===== src/hdl/vai_pkg.sv =====
`default_nettype none

package vai_pkg;

    localparam int MDATA_W   = 16;
    localparam int CL_ADDR_W = 32;
    localparam int CL_LEN_W  = 2;
    localparam int DATA_W    = 64;   // Reduced from a full cache line

    typedef logic [CL_ADDR_W-1:0] cl_addr_t;
    typedef logic [MDATA_W-1:0]   mdata_t;

    typedef enum logic [1:0] {
        REQ_READ    = 2'd0,
        REQ_WRITE   = 2'd1,
        REQ_WRFENCE = 2'd2
    } req_type_t;

    typedef struct packed {
        cl_addr_t              address;
        req_type_t             req_type;
        logic [CL_LEN_W-1:0]   cl_len;   // Carried through, not interpreted
        mdata_t                mdata;
    } c0_hdr_t;

    typedef struct packed {
        cl_addr_t              address;
        req_type_t             req_type;
        logic [CL_LEN_W-1:0]   cl_len;
        logic                  sop;
        mdata_t                mdata;
    } c1_hdr_t;

    // Valid sits in the top bit of both request structs
    typedef struct packed {
        logic    valid;
        c0_hdr_t hdr;
    } c0_req_t;

    typedef struct packed {
        logic                valid;
        c1_hdr_t             hdr;
        logic [DATA_W-1:0]   data;
    } c1_req_t;

endpackage

`default_nettype wire

===== src/hdl/tenant_offset_regs.sv =====
`timescale 1ns/10ps
`default_nettype none

module tenant_offset_regs #(
    parameter int NUM_TENANTS = 4,
    localparam int IDX_W = (NUM_TENANTS > 1) ? $clog2(NUM_TENANTS) : 1
)
(
    input  wire                     clk,
    input  wire                     reset,
    input  wire logic               cfg_req,
    input  wire logic [IDX_W-1:0]   cfg_tenant,
    input  wire vai_pkg::cl_addr_t  cfg_offset,
    output logic                    cfg_ack,
    output vai_pkg::cl_addr_t       offsets [NUM_TENANTS-1:0]
);

    logic cfg_write;

    // New request seen while ack is still low
    assign cfg_write = cfg_req && !cfg_ack;

    // Four-phase acknowledge
    always_ff @(posedge clk)
    begin
        if (reset)
        begin
            cfg_ack <= 1'b0;
        end
        else if (cfg_write)
        begin
            cfg_ack <= 1'b1;
        end
        else if (!cfg_req)
        begin
            cfg_ack <= 1'b0;   // Host has released req
        end
    end

    // Offset table, one entry per tenant
    always_ff @(posedge clk)
    begin
        if (reset)
        begin
            for (int i = 0; i < NUM_TENANTS; i++)
            begin
                offsets[i] <= '0;
            end
        end
        else if (cfg_write && (int'(cfg_tenant) < NUM_TENANTS))
        begin
            offsets[cfg_tenant] <= cfg_offset;   // Same edge that raises ack
        end
    end

endmodule

`default_nettype wire


===== config.mk =====
export PLATFORM = sky130hd
export DESIGN_NAME = tenant_offset_regs
export DESIGN_NICKNAME = d
export VERILOG_FILES = /design/src/hdl/vai_pkg.sv /design/src/hdl/tenant_offset_regs.sv
export SDC_FILE = /design/constraint.sdc
export NUM_CORES = 1
export LEC_CHECK = 0
export BUFFER_PORTS_ARGS = -buffer_cell sky130_fd_sc_hd__buf_2
export CELL_PAD_IN_SITES_DETAIL_PLACEMENT = 1
export CELL_PAD_IN_SITES_GLOBAL_PLACEMENT = 2
export CORE_MARGIN = 3
export CORE_UTILIZATION = 31
export CTS_CLUSTER_SIZE = 25
export DETAILED_ROUTE_END_ITERATION = 10
export GPL_ROUTABILITY_DRIVEN = 1
export PLACE_DENSITY = 0.91
export REMOVE_ABC_BUFFERS = 1
export SLEW_MARGIN = 30
export SYNTH_ARGS = -nofsm -noshare
export SYNTH_HDL_FRONTEND = slang
export SYNTH_SLANG_ARGS = --single-unit

===== constraint.sdc =====
create_clock -name clk -period 1.55 [get_ports clk]
set_input_delay 0.155 -clock clk [delete_from_list [all_inputs] [get_ports clk]]
set_output_delay 0.155 -clock clk [all_outputs]
set_load 0.03 [all_outputs]

==> results_dict.tcl <==
set metrics [dict create \
    outcome "finished, final reports clean" \
    rsz0062_at_grt "no" \
    crit_buf_inv 1 \
    fin_area_sq_um 6880 \
    clk_latency_ns 0.41 \
    setup_viol 0 \
    tritoncts "yes" \
    maxSlewHeadroom 0.750 \
    area_delta_synth_final_pct 35.4 \
    core_sq_um 15900 \
    critPathKind "reg -> reg" \
    syn_avg_cell_area_sq_um 11.1 \
    cp.arrival_ns 1.73 \
    clk_pin_slew_ns 0.06 \
    dp_hpwl_um 9550 \
    min_path_type "in -> reg" \
    cp_slowest_stage_delay_ns 0.55 \
    synthCells 457 \
    worst_pin_slew_ns 0.374 \
    via_per_inst 4.48 \
    p_leak_uw 0.00353 \
    fin_setup_tns_ns 0 \
    clk_path_buf_depth 2 \
    finClkSkew_ns 0.00927 \
    grt_pass1_vias 4064 \
    placed_area_sq_um 6250 \
    first_pass_iters 4 \
    holdBufCountCts 0 \
    ant_nets 0 \
    grt_max_degree 89 \
    synth_cell_types 13 \
    layout.nets 655 \
    post_cts_buffers 0 \
    dpl_worst_slack_ns 0.118 \
    crit_family "simple AND/OR/NAND/NOR gates" \
    grtUsageTotal 0.149 \
    vias 3797 \
    p_clk_frac 0.501 \
    layout_common_cells "buf_2 (164), nand2b_1 (160), dfxtp_1 (129)" \
    seq_power_share 0.408 \
    place.gp.congestion 0.697 \
    critPathSlowestCell "or4b_1" \
    min_period_ns 1.44 \
    chipHeight_um 134 \
    cp_max_fo 13 \
    n_antenna_cell 0 \
    power_density_nw_per_um2 1240 \
    cap_violations 0 \
    endpoint_kind "register" \
    synth.ff_latch_count 129 \
    fmax_ghz 0.695 \
    final_common_cell "buf_2" \
    power_frac_comb 0.091 \
    initial_core_util 0.319 \
    drt_wl_total_um 13400 \
    p_switching_uw 2020 \
    critical_path_required_ns 1.84 \
    drc 0 \
    htreeDepth 4 \
    clock_sinks 129 \
    numCtsBuffers 17 \
    synth_seq_area_share 0.508 \
    cp-start-kind "register" \
    ios 166 \
    root_buffer "clkbuf_16" \
    fin_ws_ns 0.112 \
    grt_overflow_total 0 \
    vdd_ir_drop_max_mv 0.742 \
    swShare 0.237 \
    die_area_sq_um 18000 \
    post_synth_instance_area_sq_um 5090 \
    post-route-period-util 0.928 \
    rows 46 \
    cts.repair.resized 0 \
    yosysWarnings 0 \
    antenna_found_initial 0 \
    die_width_um 134 \
    drive_above_1_share 0.334 \
    internal_power_uw 6500 \
    grt_pass1_wl_um 21400 \
    crit_path_cell_trace "or4b_1 > buf_4 > mux2i_1" \
    slew_viol_final 0 \
    wl_per_cell_um 15.9 \
    port_buffers 165 \
    drt_iter0_drc 122 \
    hold_violations 0 \
]
[through the flow]
| stage | utilization | std cells | hold slack (ns) | power, uW |
|---|---|---|---|---|
| after detailed placement | 0.392 | 815 | 0.460 | 4340 |
| after global routing | 0.432 | 847 | 0.0711 | 8850 |
| final | 0.432 | 847 | 0.0761 | 8520 |
| after global placement | 0.392 | 815 | 0.456 | 4310 |
| after CTS | 0.432 | 847 | 0.0628 | 8640 |
| after floorplan | - | 424 | 0.227 | 4030 |
[power by group through the flow]
stage	clock network [uW]	registers [uW]	logic, uW
floorplan	0	3740	284
CTS	4370	3480	788
detailed placement	0	3550	787
global placement	0	3550	762
global route	4530	3490	831
finish	4270	3480	775
[tightest hold or removal path: stages]
cell	delay, ns
buf_2	0.07
nand2b_1	0.09
mux2i_1	0.13
[path summary, 6_finish.rpt]
path                            depth (start not counted)           to     startpoint  slack [ns]
worst min-delay path                                    3   offsets[7]  cfg_offset[7]        0.08
worst max-delay path                                    3  offsets[22]        cfg_ack        0.11
worst max register to register                          3  offsets[22]        cfg_ack        0.11
worst min register to register                          2  offsets[21]    offsets[21]        0.47
[flip-flops by register name, summed over array words and instances, names as in the netlist]
name and cells:
cfg_ack 1, offsets 128
[cell families (layout without fill, tap and decap cells)]
family / Yosys count / in the layout / synth area share
and+or+nand+nor: 167 / 167 / 0.210
DFF: 129 / 129 / 0.508
muxes: 128 / 128 / 0.252
buffers and inverters: 33 / 207 / 0.0305
[cell usage after synthesis]
cell         n  share of area
mux2i_1    128           0.25
nand2b_1   160           0.20
nand4bb_1    2         0.0044
nand4b_1     1         0.0017
nor4bb_1     1         0.0020
buf_6        1         0.0022
buf_4        3         0.0044
buf_2       10         0.0098
dfxtp_1    129           0.51
clkbuf_1    19          0.014
or4b_1       1         0.0020
nor2b_1      1         0.0012
nor4b_1      1         0.0017
[area by class of cell]
| cell class | count | area, sq um |
|---|---|---|
| clock buffers | 19 | 453 |
| flip-flops and latches | 129 | 2580 |
| fillers | 1794 | 9060 |
| clock inverters | 13 | 184 |
| multi-input cells | 295 | 2390 |
| repair buffers | 175 | 1000 |
| well taps | 216 | 270 |
[layer usage]
layer,global-route usage,up-vias,part of all wire
li1,-,1838,-
met1,0.175,1829,0.42
met2,0.259,113,0.50
met3,0.0439,17,0.057
met4,0.0577,0,0.019
met5,0,-,0
No activity file was read; power rests on OpenSTA's default activity.
