<file path="src/hdl/vai_pkg.sv">
`default_nettype none

package vai_pkg;

    localparam int MDATA_W   = 16;
    localparam int CL_ADDR_W = 32;
    localparam int CL_LEN_W  = 2;
    localparam int DATA_W    = 64;   // Reduced from a full cache line

    typedef logic [CL_ADDR_W-1:0] cl_addr_t;
    typedef logic [MDATA_W-1:0]   mdata_t;

    typedef enum logic [1:0] {
        REQ_READ    = 2'd0,
        REQ_WRITE   = 2'd1,
        REQ_WRFENCE = 2'd2
    } req_type_t;

    typedef struct packed {
        cl_addr_t              address;
        req_type_t             req_type;
        logic [CL_LEN_W-1:0]   cl_len;   // Carried through, not interpreted
        mdata_t                mdata;
    } c0_hdr_t;

    typedef struct packed {
        cl_addr_t              address;
        req_type_t             req_type;
        logic [CL_LEN_W-1:0]   cl_len;
        logic                  sop;
        mdata_t                mdata;
    } c1_hdr_t;

    // Valid sits in the top bit of both request structs
    typedef struct packed {
        logic    valid;
        c0_hdr_t hdr;
    } c0_req_t;

    typedef struct packed {
        logic                valid;
        c1_hdr_t             hdr;
        logic [DATA_W-1:0]   data;
    } c1_req_t;

endpackage

`default_nettype wire
</file>
<file path="src/hdl/req_fifo.sv">
`timescale 1ns/10ps
`default_nettype none

module req_fifo #(
    parameter type req_t      = vai_pkg::c0_req_t,
    parameter int  FIFO_DEPTH = 8
)
(
    input  wire         clk,
    input  wire         reset,
    input  wire logic   push,
    input  wire req_t   push_data,
    input  wire logic   pop,
    output req_t        head,
    output logic        empty,
    output logic        almost_full
);

    localparam int PTR_W = $clog2(FIFO_DEPTH);
    localparam int CNT_W = $clog2(FIFO_DEPTH + 1);

    req_t             mem [FIFO_DEPTH];
    logic [PTR_W-1:0] wr_ptr;
    logic [PTR_W-1:0] rd_ptr;
    logic [CNT_W-1:0] count;
    logic             do_push;
    logic             do_pop;

    assign empty       = (count == '0);
    assign almost_full = (count >= CNT_W'(FIFO_DEPTH - 3));   // Room for audit flight
    assign do_push     = push && (count != CNT_W'(FIFO_DEPTH));
    assign do_pop      = pop && !empty;
    assign head        = mem[rd_ptr];

    always_ff @(posedge clk)
    begin
        if (do_push)
        begin
            mem[wr_ptr] <= push_data;
        end
    end

    always_ff @(posedge clk)
    begin
        if (reset)
        begin
            wr_ptr <= '0;
            rd_ptr <= '0;
            count  <= '0;
        end
        else
        begin
            if (do_push)
            begin
                wr_ptr <= (wr_ptr == PTR_W'(FIFO_DEPTH - 1)) ? '0 : wr_ptr + 1'b1;
            end
            if (do_pop)
            begin
                rd_ptr <= (rd_ptr == PTR_W'(FIFO_DEPTH - 1)) ? '0 : rd_ptr + 1'b1;
            end
            if (do_push && !do_pop)
            begin
                count <= count + 1'b1;
            end
            else if (do_pop && !do_push)
            begin
                count <= count - 1'b1;
            end
        end
    end

endmodule

`default_nettype wire

</file>
<file path="config.mk">
export PLATFORM = sky130hd
export DESIGN_NAME = req_fifo
export DESIGN_NICKNAME = d
export VERILOG_FILES = /design/src/hdl/vai_pkg.sv /design/src/hdl/req_fifo.sv
export SDC_FILE = /design/constraint.sdc
export NUM_CORES = 1
export LEC_CHECK = 0
export ABC_AREA = 0
export BUFFER_PORTS_ARGS = -buffer_cell sky130_fd_sc_hd__buf_2
export CELL_PAD_IN_SITES_DETAIL_PLACEMENT = 0
export CELL_PAD_IN_SITES_GLOBAL_PLACEMENT = 2
export CORE_MARGIN = 1
export CORE_UTILIZATION = 48
export DETAILED_ROUTE_END_ITERATION = 10
export GPL_ROUTABILITY_DRIVEN = 0
export GPL_TIMING_DRIVEN = 0
export PLACE_DENSITY = 0.77
export RECOVER_POWER = 100
export SLEW_MARGIN = 40
export SYNTH_ARGS = -nofsm -noshare
export SYNTH_HDL_FRONTEND = slang
export SYNTH_SLANG_ARGS = --single-unit
</file>
<file path="constraint.sdc">
create_clock -name clk -period 8.1 [get_ports clk]
set_clock_uncertainty 0.15 [all_clocks]
set_input_delay 0.81 -clock clk [delete_from_list [all_inputs] [get_ports clk]]
set_output_delay 0.81 -clock clk [all_outputs]
set_load 0.01 [all_outputs]
</file>
==> qor.yml, run 1 <==
rows: 68
worstPathRequired_ns: 7.14
hold_depth: 2
fin_nets: 988
cts_setup_buffers: 0
detail-route-antenna-nets: 0
p_total_mw: 5.73
place_ws_ns: 4.80
syn_inst: 689
yosysWarnings: 0
io-pin-count: 112
drv_slew: 10
crit_fanout: 10
initial_core_util_pct: 48.7
yosysTopAreaCell: "edfxtp_1"
reg2reg_depth: 6
track_usage_pct: 20.0
clockRootBuffer: "clkbuf_16"
hold_buffers: 0
cts_buffers: 45
dieArea_um2: 35800
min_period_ns: 4.45
setup_ws_ns: 3.65
fin_crit_sh_pct: 55.0
post_drt_wl_per_cell_um: 24.7
cts_tree: "done"
ctsLongestPathBuffers: 3
mostFrequentLayoutCell: "edfxtp_1"
synth_nets: 754
hold_ws_ns: 0.414
placed_area_um2: 18700
die_w_um: 189
grt-ovfl-total: 0
powerDensity_nw_per_um2: 295
drt_wl_total_mm: 34.9
netlist.area_leader.share_pct: 75.7
ys_types: 34
end_kind: "output pin"
seq_area_frac_synth_pct: 77.3
drc: 0
first_pass_iters: 6
synth_area_leaders: "edfxtp_1 (76%), mux4_2 (12%), mux2_4 (3.6%), mux4_1 (2.0%), dfxtp_1 (1.5%)"
hp-class: "register to register"
max_freq_mhz: 225
ys.flop_type: "edfxtp_1"
grt_start_max_net_pins: 15
crit_arrival_ns: 3.49
tightest_slew_ns: 1.53
grt_pass1_wl_mm: 51.9
final_cell_area_um2: 19400
clkSlewWorstSetupHoldPaths_ns: 0.06
most-common-layout-cells: "edfxtp_1 (424), clkbuf_1 (193), mux4_2 (93)"
syn-cell-area_um2: 16800
io_buffers: 111
num_vias: 7769
cp-start-kind: "register"
hp-start: "wr_ptr[1]"
die_h_um: 189
synth_edf_count: 424
hold_violations: 0
drt_iter0_markers: 499
timing.rr.start: "count[0]"
slew_headroom_pct: -3.39
violations: "max-capacitance violations, max-slew violations"
synth_async_sr_flop_share_pct: 0
syn_avg_cell_area_um2: 24.4
syn_to_final_growth_pct: 15.6
grt_setup_unrepaired: "false"
antenna_found_initial: 2
status: "finished, violations left"
critPathKind: "register to output pin"
ctsResizeCount: 0
ir_worst_vdd_uv: 190
layout-drive-gt1-share_pct: 24.1
cap_violations: 1
routed_via_density: 5.49
cts_max_level: 2
synth_seq_cells: 437
setup_violations: 0
clk_latency_ns: 0.53
leakagePower_nw: 6.10
cts.sinks: 437
dp_hpwl_mm: 23.6
coreArea_um2: 34500
grt_pass1_vias: 8426
Yosys cell counts (2+ instances only):
cell	count
mux2_2	13
buf_12	5
nor3_1	5
mux4_1	13
a21oi_1	7
edfxtp_1	424
nor4_1	2
nor2_1	13
nand2b_1	2
mux2_4	40
mux4_2	93
nand2_1	7
dfxtp_1	13
mux2i_1	2
ha_1	7
clkbuf_1	14
inv_1	2
buf_2	11
per-stage QoR:
| step | TNS [ns] | util [%] | instances |
|---|---|---|---|
| floorplan | 0 | - | 689 |
| global placement | -599.47 | 51.9 | 1255 |
| detailed placement | 0 | 54.0 | 1331 |
| CTS | 0 | 58.0 | 1413 |
| global route | 0 | 56.3 | 1414 |
| finish | 0 | 56.3 | 1415 |
flip-flops by register name, summed over array words and instances (netlist names), named ones only:
register and count:
wr_ptr 3, count 4, mem 424, rd_ptr 3
worst max-delay path, cell delays in order (launching register included):
cell and delay (ns):
dfxtp_1 0.31, clkbuf_1 0.40, clkbuf_1 0.68, clkbuf_1 0.67, mux4_2 0.41, mux2_1 0.34
buf_2 0.15
worst paths after layout:
kind,end,slack (ns)
worst max-delay path,head[42],3.65
worst max register to register,mem[3][22],3.78
worst min-delay path,wr_ptr[1],0.41
worst min register to register,wr_ptr[1],0.41
per-layer routing:
metal / wire length [um] / global-route usage [%] / up-vias
li1: - / - / 3420
met1: 13900 / 25.1 / 4115
met2: 18400 / 35.4 / 187
met3: 1850 / 3.95 / 47
met4: 688 / 5.71 / 0
met5: 0 / 0 / -
cell type report:
type | count | area, um^2
Clock buffer | 59 | 1220
Multi-Input combinational cell | 217 | 3550
Tap cell | 455 | 569
Antenna cell | 2 | 5.00
Clock inverter | 23 | 136
Buffer | 32 | 225
Timing Repair Buffer | 187 | 728
Sequential cell | 437 | 13000
Inverter | 3 | 11.3
Fill cell | 2687 | 15100
where the power goes:
group / switching, mW / total [mW] / internal, mW / leakage, nW
registers: 0.0405 / 2.65 / 2.61 / 3.95
clock network: 0.791 / 1.88 / 1.09 / 0.665
logic: 0.592 / 1.20 / 0.605 / 1.48
cell families after synthesis:
group	count (synthesis)	share of synthesized area, %
buf+inv	35	1.41
simple gates	33	0.900
flops	437	77.3
fa+ha+maj	8	0.640
compound gates	12	0.580
xor+xnor	2	0.104
mux	162	19.1
Note: power is estimated with default switching activity, not from simulation.
==> inputs of run 2 (changes only) <==
Settings changed: CORE_UTILIZATION 48 to 44, PLACE_DENSITY 0.77 to 0.75.
Clock period 8.1 ns to 3.65 ns, I/O delays scaled along.
==> run 2 against run 1 <==
  * The flow now finishes without violations
  * Combinational power is 120% higher
  * Global-route usage is 2.7 points lower
  * Non-clock buffer count is 36 higher
  * Worst setup slack worse by 3.3 ns
  * Die area is 9.0% higher
  * Wire length is 6.2% lower
  * Hold slack worse by 0.38 ns
  * Design area is 4.0% higher
  * Clock power is 130% higher
  * Cell count is 6.1% higher
  * Critical path type unchanged
  * Largest power group unchanged
==> qor.yml, run 2 (synthesis gave the netlist of run 1 again) <==
status: "finished, final reports clean"
cts_setup_buffers: 0  # unchanged
clockRootBuffer: "clkbuf_16"
cap_violations: 0  # -1
fin_nets: 1023  # +3.5%
sw_frac_of_total_pct: 24.5  # -0.37 points
cp_cell_sequence: "clkbuf_1 -> clkbuf_2 -> clkbuf_2 -> mux4_2 -> mux2_1 -> buf_2"
ir_worst_vdd_uv: 392  # +110%
dieArea_um2: 39000  # +9.0%
clkSlewWorstSetupHoldPaths_ns: 0.07  # about the same
p_seq_share_pct: 45.5  # -0.8 points
leakagePower_nw: 6.44  # +5.6%
internal_power_mw: 9.77  # +130%
cp_slowest_stage_delay_ns: 0.41  # -0.27 ns
antenna_found_initial: 0  # -2
grt_start_max_net_pins: 17  # +2
track_usage_pct: 17.3  # -2.7 points
hp-start: "reset"
post_drt_wl_per_cell_um: 21.8  # -12%
cts_max_level: 2  # unchanged
p_comb_share_pct: 20.8  # about the same
hold_violations: 0  # unchanged
clkPwrFrac_pct: 33.7  # +0.9 points
setup_violations: 0  # unchanged
syn_to_final_growth_pct: 20.2
io-pin-count: 112  # unchanged
grt-ovfl-total: 0  # unchanged
min_to: "count[3]"
crit_top_cell: "clkbuf_2"
largest-register: "mem"
reg_top3: "mem x424, count x4"
min_period_ns: 3.35
worstPathRequired_ns: 3.13  # -4.01 ns
cts.sinks: 437  # unchanged
reg2reg_setup_slack_ns: 0.34  # -3.44 ns
detail-route-antenna-nets: 0  # unchanged
grt_pass1_wl_mm: 49.7  # -4.2%
rows: 71  # +4.4%
reg2reg_depth: 6  # unchanged
initial_core_util_pct: 44.7  # -4.0 points
drv_slew: 0  # -10
coreArea_um2: 37700  # +9.0%
end_kind: "output pin"
setup_ws_ns: 0.298  # -3.35 ns
clk_latency_ns: 0.54  # about the same
place_ws_ns: 0.528  # -4.28 ns
powerDensity_nw_per_um2: 640  # +120%
num_vias: 7879  # +1.4%
max_freq_mhz: 298
cts_buffers: 44  # -2.2%
slew_headroom_pct: 11.2  # +15 points
cp-start-kind: "register"
layout-drive-gt1-share_pct: 26.1  # +1.9 points
drt_wl_total_mm: 32.7  # -6.2%
mostFrequentLayoutCell: "edfxtp_1"
dp_hpwl_mm: 21.6  # -8.5%
final_util_pct: 53.7  # -2.6 points
final_cell_area_um2: 20200  # +4.0%
critPathKind: "register to output pin"
grt_setup_unrepaired: "false"
placed_cells: 1370  # +2.9%
most-common-layout-cells: "edfxtp_1 (424), clkbuf_1 (154), mux4_2 (93)"
fin_cells: 1501  # +6.1%
io_buffers: 111  # unchanged
tightest_slew_ns: 1.33  # -0.203 ns
routed_via_density: 5.25  # -4.4%
hold_depth: 3  # +1
ctsLongestPathBuffers: 3  # unchanged
drt_iter0_markers: 601  # +20%
fillCellCount: 3005  # +12%
crit_arrival_ns: 2.84  # -0.65 ns
reg2reg_to: "mem[1][24]"
die_w_um: 198  # +4.4%
placed_area_um2: 18700  # +0.34%
die_h_um: 198  # +4.4%
p_switching_mw: 3.16  # +120%
p_total_mw: 12.9  # +130%
hp-class: "input pin to register"
crit_fanout: 10  # unchanged
largest_register_ffs: 424  # unchanged
drc: 0  # unchanged
cts_tree: "done"
timing.rr.start: "count[0]"
first_pass_iters: 5  # -1
grt_pass1_vias: 8081  # -4.1%
fin_crit_sh_pct: 91.8
antenna_cells: 0  # -2
slowest_stage: "clkbuf_2"
-- run 2: how the worst max path moves through the flow --
stage	from	endpoint
after global placement	count[0]	mem[2][23]
final	register	head[47]
after detailed placement	count[0]	count[3]
after CTS	register	head[52]
after global routing	register	head[49]
after floorplan	count[0]	mem[2][0]
-- run 2: power groups by stage --
stage	Sequential [mW]	Combinational (mW)	Clock (mW)
after floorplan	5.98	1.92	0
after global placement	6.03	2.73	0
after detailed placement	5.99	2.84	0
after CTS	5.89	2.89	4.46
after global routing	5.91	2.91	4.65
final	5.89	2.69	4.35
-- run 2: timing repair --
action	in CTS	in global routing
gates resized for setup	0	0
endpoints found under the hold margin	424	0
hold buffers	53	0
-- run 2: per-stage QoR --
stage / TNS (ns) / hold slack [ns]
5_1_grt: 0 / 0.0185
2_1_floorplan: -251.73 / 0.314
3_3_place_gp: -1358.88 / 0.380
3_5_place_dp: 0 / 0.388
6_report: 0 / 0.0300
4_1_cts: 0 / 0.0107
-- run 2: per-layer routing --
| layer | vias up | track usage [%] | routed length, um |
|---|---|---|---|
| met1 | 4159 | 25.6 | 15300 |
| met4 | 0 | 4.48 | 549 |
| met2 | 188 | 26.6 | 15400 |
| met3 | 46 | 3.24 | 1440 |
| met5 | - | 0 | 0 |
| li1 | 3486 | - | - |
-- run 2: critical path, delay by kind of cell (launching register included) --
family | cells | cell delay (ns)
buffers and inverters | 4 | 1.30
multiplexers | 2 | 0.69
flip-flops | 1 | 0.30
-- run 2: final cells by class --
class / instances / area (um^2) / area share (%)
multi-input cells: 217 / 3620 / 17.9
well taps: 511 / 639 / 3.16
clock buffers: 55 / 1180 / 5.86
inverters: 3 / 11.3 / 0.0557
clock inverters: 23 / 229 / 1.13
flip-flops and latches: 437 / 13000 / 64.2
plain buffers: 32 / 231 / 1.14
repair buffers: 223 / 1320 / 6.50
