--- src/hdl/vai_pkg.sv ---
`default_nettype none

package vai_pkg;

    localparam int MDATA_W   = 16;
    localparam int CL_ADDR_W = 32;
    localparam int CL_LEN_W  = 2;
    localparam int DATA_W    = 64;   // Reduced from a full cache line

    typedef logic [CL_ADDR_W-1:0] cl_addr_t;
    typedef logic [MDATA_W-1:0]   mdata_t;

    typedef enum logic [1:0] {
        REQ_READ    = 2'd0,
        REQ_WRITE   = 2'd1,
        REQ_WRFENCE = 2'd2
    } req_type_t;

    typedef struct packed {
        cl_addr_t              address;
        req_type_t             req_type;
        logic [CL_LEN_W-1:0]   cl_len;   // Carried through, not interpreted
        mdata_t                mdata;
    } c0_hdr_t;

    typedef struct packed {
        cl_addr_t              address;
        req_type_t             req_type;
        logic [CL_LEN_W-1:0]   cl_len;
        logic                  sop;
        mdata_t                mdata;
    } c1_hdr_t;

    // Valid sits in the top bit of both request structs
    typedef struct packed {
        logic    valid;
        c0_hdr_t hdr;
    } c0_req_t;

    typedef struct packed {
        logic                valid;
        c1_hdr_t             hdr;
        logic [DATA_W-1:0]   data;
    } c1_req_t;

endpackage

`default_nettype wire
--- src/hdl/tenant_tx_audit.sv ---
`timescale 1ns/10ps
`default_nettype none

module tenant_tx_audit #(
    parameter int NUM_TENANTS = 4,
    parameter int TENANT_ID   = 0
)
(
    input  wire                     clk,
    input  wire                     reset,
    input  wire vai_pkg::c0_req_t   in_c0,
    input  wire vai_pkg::c1_req_t   in_c1,
    input  wire vai_pkg::cl_addr_t  offset,
    output vai_pkg::c0_req_t        out_c0,
    output vai_pkg::c1_req_t        out_c1
);

    localparam int TAG_W = (NUM_TENANTS > 1) ? $clog2(NUM_TENANTS) : 1;
    localparam int LOW_W = vai_pkg::MDATA_W - TAG_W;
    localparam logic [TAG_W-1:0] TAG = TAG_W'(TENANT_ID);

    vai_pkg::c0_req_t  s1_c0;
    vai_pkg::c1_req_t  s1_c1;
    vai_pkg::cl_addr_t s1_offset;

    vai_pkg::c0_req_t  c0_next;
    vai_pkg::c1_req_t  c1_next;

    // Stage 1 captures requests and the tenant's current offset
    always_ff @(posedge clk)
    begin
        s1_c0     <= in_c0;
        s1_c1     <= in_c1;
        s1_offset <= offset;
        if (reset)
        begin
            s1_c0.valid <= 1'b0;
            s1_c1.valid <= 1'b0;
        end
    end

    always_comb
    begin
        c0_next = s1_c0;
        c0_next.hdr.address = s1_c0.hdr.address + s1_offset;
        c0_next.hdr.mdata   = {TAG, s1_c0.hdr.mdata[LOW_W-1:0]};

        c1_next = s1_c1;
        if (s1_c1.hdr.req_type == vai_pkg::REQ_WRFENCE)
        begin
            c1_next.hdr.address = '0;   // Fences carry no address
        end
        else
        begin
            c1_next.hdr.address = s1_c1.hdr.address + s1_offset;
        end
        // Tenant's own low bits pass through untouched
        c1_next.hdr.mdata = {TAG, s1_c1.hdr.mdata[LOW_W-1:0]};
    end

    // Stage 2 output register
    always_ff @(posedge clk)
    begin
        out_c0 <= c0_next;
        out_c1 <= c1_next;
        if (reset)
        begin
            out_c0.valid <= 1'b0;
            out_c1.valid <= 1'b0;
        end
    end

endmodule

`default_nettype wire

--- config.mk ---
export PLATFORM = sky130hd
export DESIGN_NAME = tenant_tx_audit
export DESIGN_NICKNAME = d
export VERILOG_FILES = /design/src/hdl/vai_pkg.sv /design/src/hdl/tenant_tx_audit.sv
export SDC_FILE = /design/constraint.sdc
export NUM_CORES = 1
export LEC_CHECK = 0
export ABC_CLOCK_PERIOD_IN_PS = 2600
export BUFFER_PORTS_ARGS = -buffer_cell sky130_fd_sc_hd__clkbuf_2
export CORE_AREA = 4 4 162 164
export CTS_CLUSTER_SIZE = 14
export DETAILED_ROUTE_END_ITERATION = 16
export DIE_AREA = 0 0 166 168
export MAX_ROUTING_LAYER = met4
export PLACE_DENSITY = 0.83
export SLEW_MARGIN = 30
export SYNTH_ARGS = -nofsm -noshare
export SYNTH_HDL_FRONTEND = slang
export SYNTH_SLANG_ARGS = --single-unit
--- constraint.sdc ---
create_clock -name clk -period 2.6 [get_ports clk]
set_input_delay 0.26 -clock clk [delete_from_list [all_inputs] [get_ports clk]]
set_output_delay 0.26 -clock clk [all_outputs]
set_load 0.01 [all_outputs]
==> results.cfg, run 1 <==
[placement]
dpl.hpwl_mm = 22.2
place_congestion = 0.908
dp_worst_setup_slack_ps = -199
postPlaceCellArea_um2 = 13100
portBuffers = 367
placed_cells = 1564

[logic_synthesis]
ys_async_sr_fraction_pct = 0
synth_top_area_share_pct = 67.7
synth_area_um2 = 10800
yosys-top-cells-area = dfxtp_1, ha_1, a21oi_1, xnor2_1, a21o_1
synth_edf_count = 0
ys_seq_area_share_pct = 67.7
syn_area_per_cell_um2 = 12.5
ys_warn_count = 0
ys_ff_latch = 366
synth-main-ff-cell = dfxtp_1
yosys.cell_types.count = 57
synth_cells = 864
synth_area_leader_cell = dfxtp_1

[sta]
max_freq_mhz = 373
max_slew_margin_pct = 53.0
tightest_slew_ps = 702
setup_viol = 2
fin_tns_setup_ps = -129
rsz0062_at_grt = yes
fin_crit_sh_pct = 103
setup_slack_ps = -82.8
skew_ps = 20.4
min_period_ps = 2680
finalHoldViolCount = 0
hold_slack_ps = 314
drv_slew = 0

[drt]
drt_iter0_drc = 425
drc = 0
drt.antenna.violating_nets = 0
drt-total-wl_mm = 35.1
num_vias = 8864
dr.pass1.iters = 6
via_per_inst = 4.82
avgRoutedWirePerCell_um = 19.1

[floorplanning]
die_w_um = 166
core_um2 = 24900
fp.dieArea_um2 = 27900
io_pins = 376
start_util_pct = 43.5
num_rows = 58
die_y_um = 168

[final_layout]
instances_no_fill = 1838
final_common_cell = clkbuf_2
fillers = 1710
final_area_um2 = 16600
mostFrequentLayoutCells = clkbuf_2, dfxtp_1, dlygate4sd3_1, ha_1, a21oi_1
area_delta_synth_final_pct = 53.2
regArea_um2 = 7330
fin_util_pct = 66.6
multi_input_area_um2 = 3520
nets = 1747
layout-drive-gt1-share_pct = 32.5

[setup_path]
rrSetupSlack_ps = -80
criticalPathCategory = register to register
cp-start-kind = register
cp.required_ps = 3020
cp_max_fo = 3
cp-end-kind = register
crit_arrival_ps = 3110

[run]
max_cap_violations = 0

[clocking]
htree_levels = 2
clkSinkCount = 366
clock_path_buffers = 3
clkLatencyLatePin_ps = 510
cts_buffers = 37
cts_tree = yes
path_clk_slew_ps = 60
clock_tree.root_cell = clkbuf_16

[pwr]
p_leak_nw = 7.80
total_power_mw = 13.7
p_comb_share_pct = 14.2
power_density_nw_per_um2 = 827
switching_share_pct = 24.6
intPower_mw = 10.3
power_frac_clock_pct = 40.2
vdd_drop_max_mv = 0.581
power_switching_mw = 3.37
pwr-share-seq_pct = 45.6

[global_route]
grt_max_degree = 19
grt.overflow.total = 0
grt_usage_pct = 24.9
antenna_found_initial = 6
grt_pass1_wl_mm = 53.6
grt_pass1_vias = 9812

[status]
violations = setup timing
outcome = complete, but fails checks

[min_path]
min_path_type = register to register
-- area by class of cell --
cell class | instances | share of cell area, %
diodes | 6 | 0.0905
clock buffers | 50 | 6.36
clock inverters | 13 | 1.25
inverters | 15 | 0.339
multi-input cells | 471 | 21.2
flip-flops and latches | 366 | 44.2
well taps | 330 | 2.49
repair buffers | 587 | 24.1
-- sequential cells by signal, summed over array words and instances (netlist names) --
name / cells
s1_c0: 32
s1_c1: 32
s1_offset: 32
out_c0: 51
c0_next: 19
out_c1: 116
c1_next: 84
-- synthesized netlist by cell type, types with 3 or more instances --
cell and count:
a211oi_1 3, a21o_1 32, a21oi_1 61, a21oi_2 3, a31oi_1 7, and2_1 5, and3_1 4, and4_1 3
buf_4 4, clkbuf_1 10, dfxtp_1 366, ha_1 62, inv_1 15, nand2_1 43, nand2b_1 5, nand3_1 8
nand4_1 8, nor2_1 54, nor2b_1 10, nor3_1 12, o211ai_1 4, o21a_1 3, o21ai_0 26, o21ai_1 3
o21bai_1 13, o31ai_1 5, or3_1 4, xnor2_1 31, xor2_1 25
-- power groups by stage --
stage | clock [mW] | sequential, mW | combinational [mW]
6_report | 5.52 | 6.25 | 1.95
3_3_place_gp | 0 | 6.35 | 1.57
5_1_grt | 5.86 | 6.28 | 2.11
3_5_place_dp | 0 | 6.35 | 1.59
4_1_cts | 5.55 | 6.24 | 1.87
2_1_floorplan | 0 | 6.46 | 0.757
-- critical path, stage by stage (launching register included) --
cell and delay [ps]:
dfxtp_2 340, ha_4 170, fa_2 420, a21oi_4 200, o21ai_4 80, a2111oi_4 410, o31ai_4 140, a31oi_4 200
o21ai_2 90, a221oi_2 270, mux2i_1 260
-- repair_timing --
item	4_1_cts	5_1_grt
endpoints found under the setup margin	8	22
pin swaps	19	7
hold buffers	201	0
gates resized for setup	10	24
buffers inserted	3	1
endpoints found under the hold margin	201	0
-- per-layer routing --
metal,vias up,track usage [%],share of wire (%)
met3,124,5.92,6.2
met4,0,12.1,5.2
met1,4120,25.2,36
met5,-,-,0
met2,407,45.4,53
li1,4213,-,-
-- final timing paths --
kind	cells after the start	startpoint	to
worst min-delay path	0	c1_next[45]	out_c1[45]
worst min register to register	0	c1_next[45]	out_c1[45]
worst max-delay path	10	s1_offset[0]	out_c1[113]
worst max register to register	10	s1_offset[0]	out_c1[113]
-- cells by family after synthesis --
logic type                 share of synthesized area (%)
xor gates and xnor gates                            4.53
and+or+nand+nor                                     6.95
buffers and inverters                               1.27
AOI/OAI and AO/OA                                   11.8
DFF                                                 67.7
other                                             0.0346
muxes                                              0.185
adders and majority gates                           7.53
(Power assumes the default switching activity.)
==> run 2: changes to the inputs <==
==> constraint.sdc (replaced) <==
create_clock -name clk -period 2.6 [get_ports clk]
set_input_delay 0.52 -clock clk [delete_from_list [all_inputs] [get_ports clk]]
set_output_delay 0.52 -clock clk [all_outputs]
set_load 0.01 [all_outputs]
==> results.cfg, run 2 (synthesis gave the netlist of run 1 again) <==
[status]
outcome = finished, final reports clean

[sta]
max_freq_mhz = 395
setup_viol = 0
fin_crit_sh_pct = 97.3
max_slew_margin_pct = 53.8
skew_ps = 11.4
drv_slew = 0
rsz0062_at_grt = yes
fin_tns_setup_ps = 0
min_period_ps = 2530
tightest_slew_ps = 690
finalHoldViolCount = 0

[global_route]
grt_pass1_wl_mm = 42.3
antenna_found_initial = 3
grt_usage_pct = 19.8
grt.overflow.total = 0
grt_pass1_vias = 8086
grt_max_degree = 19

[min_path]
hold_depth = 1
min_path_type = input pin to register
min_from = in_c1[70]
min_to = c1_next[70]

[floorplanning]
num_rows = 58
fp.dieArea_um2 = 27900
io_pins = 376
die_y_um = 168
start_util_pct = 43.5
core_um2 = 24900
die_w_um = 166

[setup_path]
critPathTopFamily = compound AO/OA/AOI/OAI gates
ff2ff_path_depth = 10
crit_buf_inv = 0
worst_r2r_endpoint = out_c1[115]
cp_max_fo = 4
cp-start-kind = register
crit_top_cell = o31ai_4
path_cells = ha_4, fa_2, a21oi_4, o21ai_2, a2111oi_4, o31ai_4, a31oi_4, o31ai_4, a311oi_2, mux2i_1
slowest_stage = a2111oi_4
crit_arrival_ps = 2970
reg2reg_from = s1_offset[0]
rrSetupSlack_ps = 70
cp.required_ps = 3040
cp-end-kind = register
criticalPathCategory = register to register
max_stage_delay_ps = 420

[pwr]
power_frac_clock_pct = 39.3
p_comb_share_pct = 12.6
switching_share_pct = 24.2
vdd_drop_max_mv = 0.834
intPower_mw = 9.81
power_density_nw_per_um2 = 895
power_switching_mw = 3.14
p_leak_nw = 6.93
pwr-share-seq_pct = 48.1

[drt]
num_vias = 7627
drc = 0
avgRoutedWirePerCell_um = 17.1
drt.antenna.violating_nets = 0
drt-total-wl_mm = 28.0
via_per_inst = 4.66
drt_iter0_drc = 281
dr.pass1.iters = 4

[final_layout]
nets = 1548
final_area_um2 = 14500
regMostFlops = out_c1
mostFrequentLayoutCells = clkbuf_2, dfxtp_1, ha_1, a21oi_1, nor2_1
layout-drive-gt1-share_pct = 36.6
fin_util_pct = 58.1
largest_register_ffs = 116
area_delta_synth_final_pct = 33.6
final_common_cell = clkbuf_2

[clocking]
clkLatencyLatePin_ps = 510
htree_levels = 2
clock_tree.root_cell = clkbuf_16
path_clk_slew_ps = 60
cts_tree = yes
hold_buffers = 0
clkSinkCount = 366
cts_buffers = 36
clock_path_buffers = 3

[placement]
place_congestion = 0.909
dpl.hpwl_mm = 22.1
postPlaceCellArea_um2 = 13100
portBuffers = 367

[run]
max_cap_violations = 0
run 2: cell types whose count changed in the layout (fill, tap and decap cells not counted), sizes merged:
cell	change
buf	+3
bufinv	-3
clkbuf	+1
clkinv	+1
clkinvlp	-1
diode	-3
dlygate4sd3	-201
run 2: worst max-delay path by stage:
stage                   to  slack, ps          from  depth (start not counted)
6_report       out_c1[115]         70  s1_offset[0]                         10
5_1_grt         out_c0[48]        -70  s1_offset[0]                         10
4_1_cts        out_c1[115]        -20  s1_offset[0]                         10
3_5_place_dp   out_c1[115]       -210  s1_offset[0]                         10
3_3_place_gp   out_c1[115]       -140  s1_offset[0]                         10
2_1_floorplan  out_c1[115]         20  s1_offset[0]                         10
run 2: per-layer routing:
| metal | GRT usage [%] | vias up | wire (µm) | part of all wire (%) |
|---|---|---|---|---|
| met5 | - | - | 0 | 0 |
| met4 | 10.2 | 0 | 1360 | 4.8 |
| met3 | 5.21 | 78 | 1900 | 6.8 |
| met2 | 34.6 | 300 | 14300 | 51 |
| met1 | 20.6 | 3441 | 10400 | 37 |
| li1 | - | 3808 | - | - |
run 2: stage by stage:
stage | total power [mW] | std cells | worst slack (ps) | hold slack, ps
after floorplan | 7.21 | 867 | 19.7 | 310
after global placement | 7.91 | 1566 | -136 | 310
after detailed placement | 7.94 | 1566 | -208 | 312
after CTS | 13.1 | 1629 | -18.8 | 74.2
after global routing | 13.5 | 1635 | -72.7 | 70.6
final | 12.9 | 1635 | 70.1 | 100
run 2: power by group through the flow:
stage | Clock [mW] | Combinational, mW | Sequential, mW
CTS | 5.24 | 1.62 | 6.23
detailed placement | 0 | 1.60 | 6.35
global route | 5.47 | 1.80 | 6.26
finish | 5.09 | 1.64 | 6.23
floorplan | 0 | 0.757 | 6.46
global placement | 0 | 1.58 | 6.34
run 2: cell type report:
| class | instances | area (µm²) |
|---|---|---|
| flip-flops and latches | 366 | 7330 |
| clock buffers | 51 | 1040 |
| diodes | 3 | 7.51 |
| fillers | 2058 | 10400 |
| repair buffers | 389 | 2000 |
| well taps | 330 | 413 |
| clock inverters | 10 | 141 |
| inverters | 15 | 56.3 |
| multi-input cells | 471 | 3480 |
run 2: what timing repair did:
action | CTS | global route
buffers inserted | 2 | 3
pin swaps | 13 | 5
gates resized for setup | 11 | 12
endpoints found under the setup margin | 8 | 10
==> run 3: changes to the inputs <==
--- a/config.mk
+++ b/config.mk
@@ -7,10 +7,10 @@
 export LEC_CHECK = 0
 export ABC_CLOCK_PERIOD_IN_PS = 2600
 export BUFFER_PORTS_ARGS = -buffer_cell sky130_fd_sc_hd__clkbuf_2
-export CORE_AREA = 4 4 162 164
+export CORE_AREA = 4 4 155 172
 export CTS_CLUSTER_SIZE = 14
 export DETAILED_ROUTE_END_ITERATION = 16
-export DIE_AREA = 0 0 166 168
+export DIE_AREA = 0 0 159 176
 export MAX_ROUTING_LAYER = met4
 export PLACE_DENSITY = 0.83
 export SLEW_MARGIN = 30
==> results.cfg, run 3 (synthesis gave the netlist of run 1 again) <==
[status]
outcome = finished, final reports clean

[clocking]
htree_levels = 2
clock_tree.root_cell = clkbuf_16
clock_path_buffers = 3
cts_buffers = 36
clkSinkCount = 366
path_clk_slew_ps = 60
cts_tree = yes
clkLatencyLatePin_ps = 510

[final_layout]
area_delta_synth_final_pct = 34.4
largest_register_ffs = 116
mostFrequentLayoutCells = clkbuf_2, dfxtp_1, ha_1, a21oi_1, nor2_1
final_common_cell = clkbuf_2
final_area_um2 = 14500
regMostFlops = out_c1
layout-drive-gt1-share_pct = 37.7
nets = 1562
fin_util_pct = 58.3
instances_no_fill = 1633
fillers = 2004

[floorplanning]
num_rows = 61
die_y_um = 176
core_um2 = 25000
die_w_um = 159
start_util_pct = 43.4
io_pins = 376
fp.dieArea_um2 = 28000

[global_route]
grt_pass1_vias = 8015
grtUsageMet3_pct = 8.34
grt.met1_usage_pct = 21.5
antenna_found_initial = 5
grt_use_met2_pct = 36.4
grt.overflow.total = 0
grt_usage_pct = 20.8
grt_pass1_wl_mm = 43.8
grt_max_degree = 21
top_usage_layer = met2

[sta]
fin_crit_sh_pct = 98.8
finalHoldViolCount = 0
max_freq_mhz = 389
drv_slew = 0
max_slew_margin_pct = 41.3
setup_viol = 0
hold_slack_ps = 107
tightest_slew_ps = 876
rsz0062_at_grt = yes
setup_slack_ps = 30.0
min_period_ps = 2570
skew_ps = 17.9

[drt]
drt-total-wl_mm = 29.6
avgRoutedWirePerCell_um = 18.1
via_per_inst = 4.78
drt.antenna.violating_nets = 0
num_vias = 7809
drc = 0
drt_iter0_drc = 341
dr.pass1.iters = 5

[placement]
dp_worst_setup_slack_ps = -184
place_congestion = 0.917
postPlaceCellArea_um2 = 13200
dpl.hpwl_mm = 23.5
portBuffers = 367
placed_cells = 1565

[setup_path]
cp-start-kind = register
crit_arrival_ps = 2990
cp.required_ps = 3020
criticalPathCategory = register to register
crit_top_cell = o31ai_4
path_cells = ha_4, fa_2, a21oi_4, o21ai_2, a2111oi_4, o31ai_4, a31oi_4, o31ai_4, a311oi_2, mux2i_1
max_stage_delay_ps = 410
slowest_stage = fa_2
cp_max_fo = 3
cp-end-kind = register

[run]
max_cap_violations = 0

[pwr]
p_leak_nw = 6.97
vdd_drop_max_mv = 0.873
power_density_nw_per_um2 = 886

[min_path]
min_path_type = input pin to register
[run 3: changes by cell type in the layout (fill, tap and decap cells not counted), moves of 2 or more]
cell / delta
buf_4: +14
a21oi_1: -3
a21oi_2: +3
clkbuf_8: -3
clkbuf_1: +2
clkinv_4: -2
diode_2: +2
inv_16: -2
o21ai_0: -2
o21ai_1: +2
[run 3: metrics by stage]
step / total power, mW / TNS (ps)
floorplan: 7.21 / 0
CTS: 13.0 / -45.8
detailed placement: 8.00 / -898
global route: 13.4 / -320
finish: 12.9 / 0
global placement: 7.96 / -549
[run 3: worst max-delay path: cells and delay by family (launching register included)]
family,cells,cell delay (ps)
muxes,1,220
DFF,1,340
AOI/OAI and AO/OA,7,1350
adders and majority gates,2,570
[run 3: layer usage]
metal,vias to the layer above,routed length (µm)
met2,325,15000
met1,3599,10800
met4,0,826
met5,-,0
met3,52,2940
li1,3833,-
[run 3: what timing repair did]
| item | CTS | global route |
|---|---|---|
| setup buffers | 2 | 3 |
| resized for setup | 14 | 22 |
| hold buffers | 0 | 0 |
| setup endpoints to repair | 17 | 22 |
| pin swaps | 14 | 10 |
[run 3: final timing paths]
| kind | to | start | slack (ps) | cells after the start |
|---|---|---|---|---|
| max reg2reg | out_c1[115] | s1_offset[0] | 30 | 10 |
| min | c1_next[23] | in_c1[23] | 110 | 1 |
| max | out_c1[115] | s1_offset[0] | 30 | 10 |
| min reg2reg | out_c1[47] | c1_next[47] | 320 | 0 |
[run 3: final cells by class]
type	count	area (µm²)	area share [%]
Inverter	15	56.3	0.387
Clock inverter	9	138	0.946
Antenna cell	5	12.5	0.0860
Sequential cell	366	7330	50.4
Clock buffer	49	980	6.73
Tap cell	315	394	2.71
Timing Repair Buffer	403	2110	14.5
Multi-Input combinational cell	471	3530	24.3
[run 3: power by group]
group / internal, mW / switching, mW / leakage [nW]
logic: 0.760 / 0.936 / 3.34
registers: 6.07 / 0.171 / 3.09
clock network: 2.93 / 2.02 / 0.543
total: 9.76 / 3.12 / 6.97
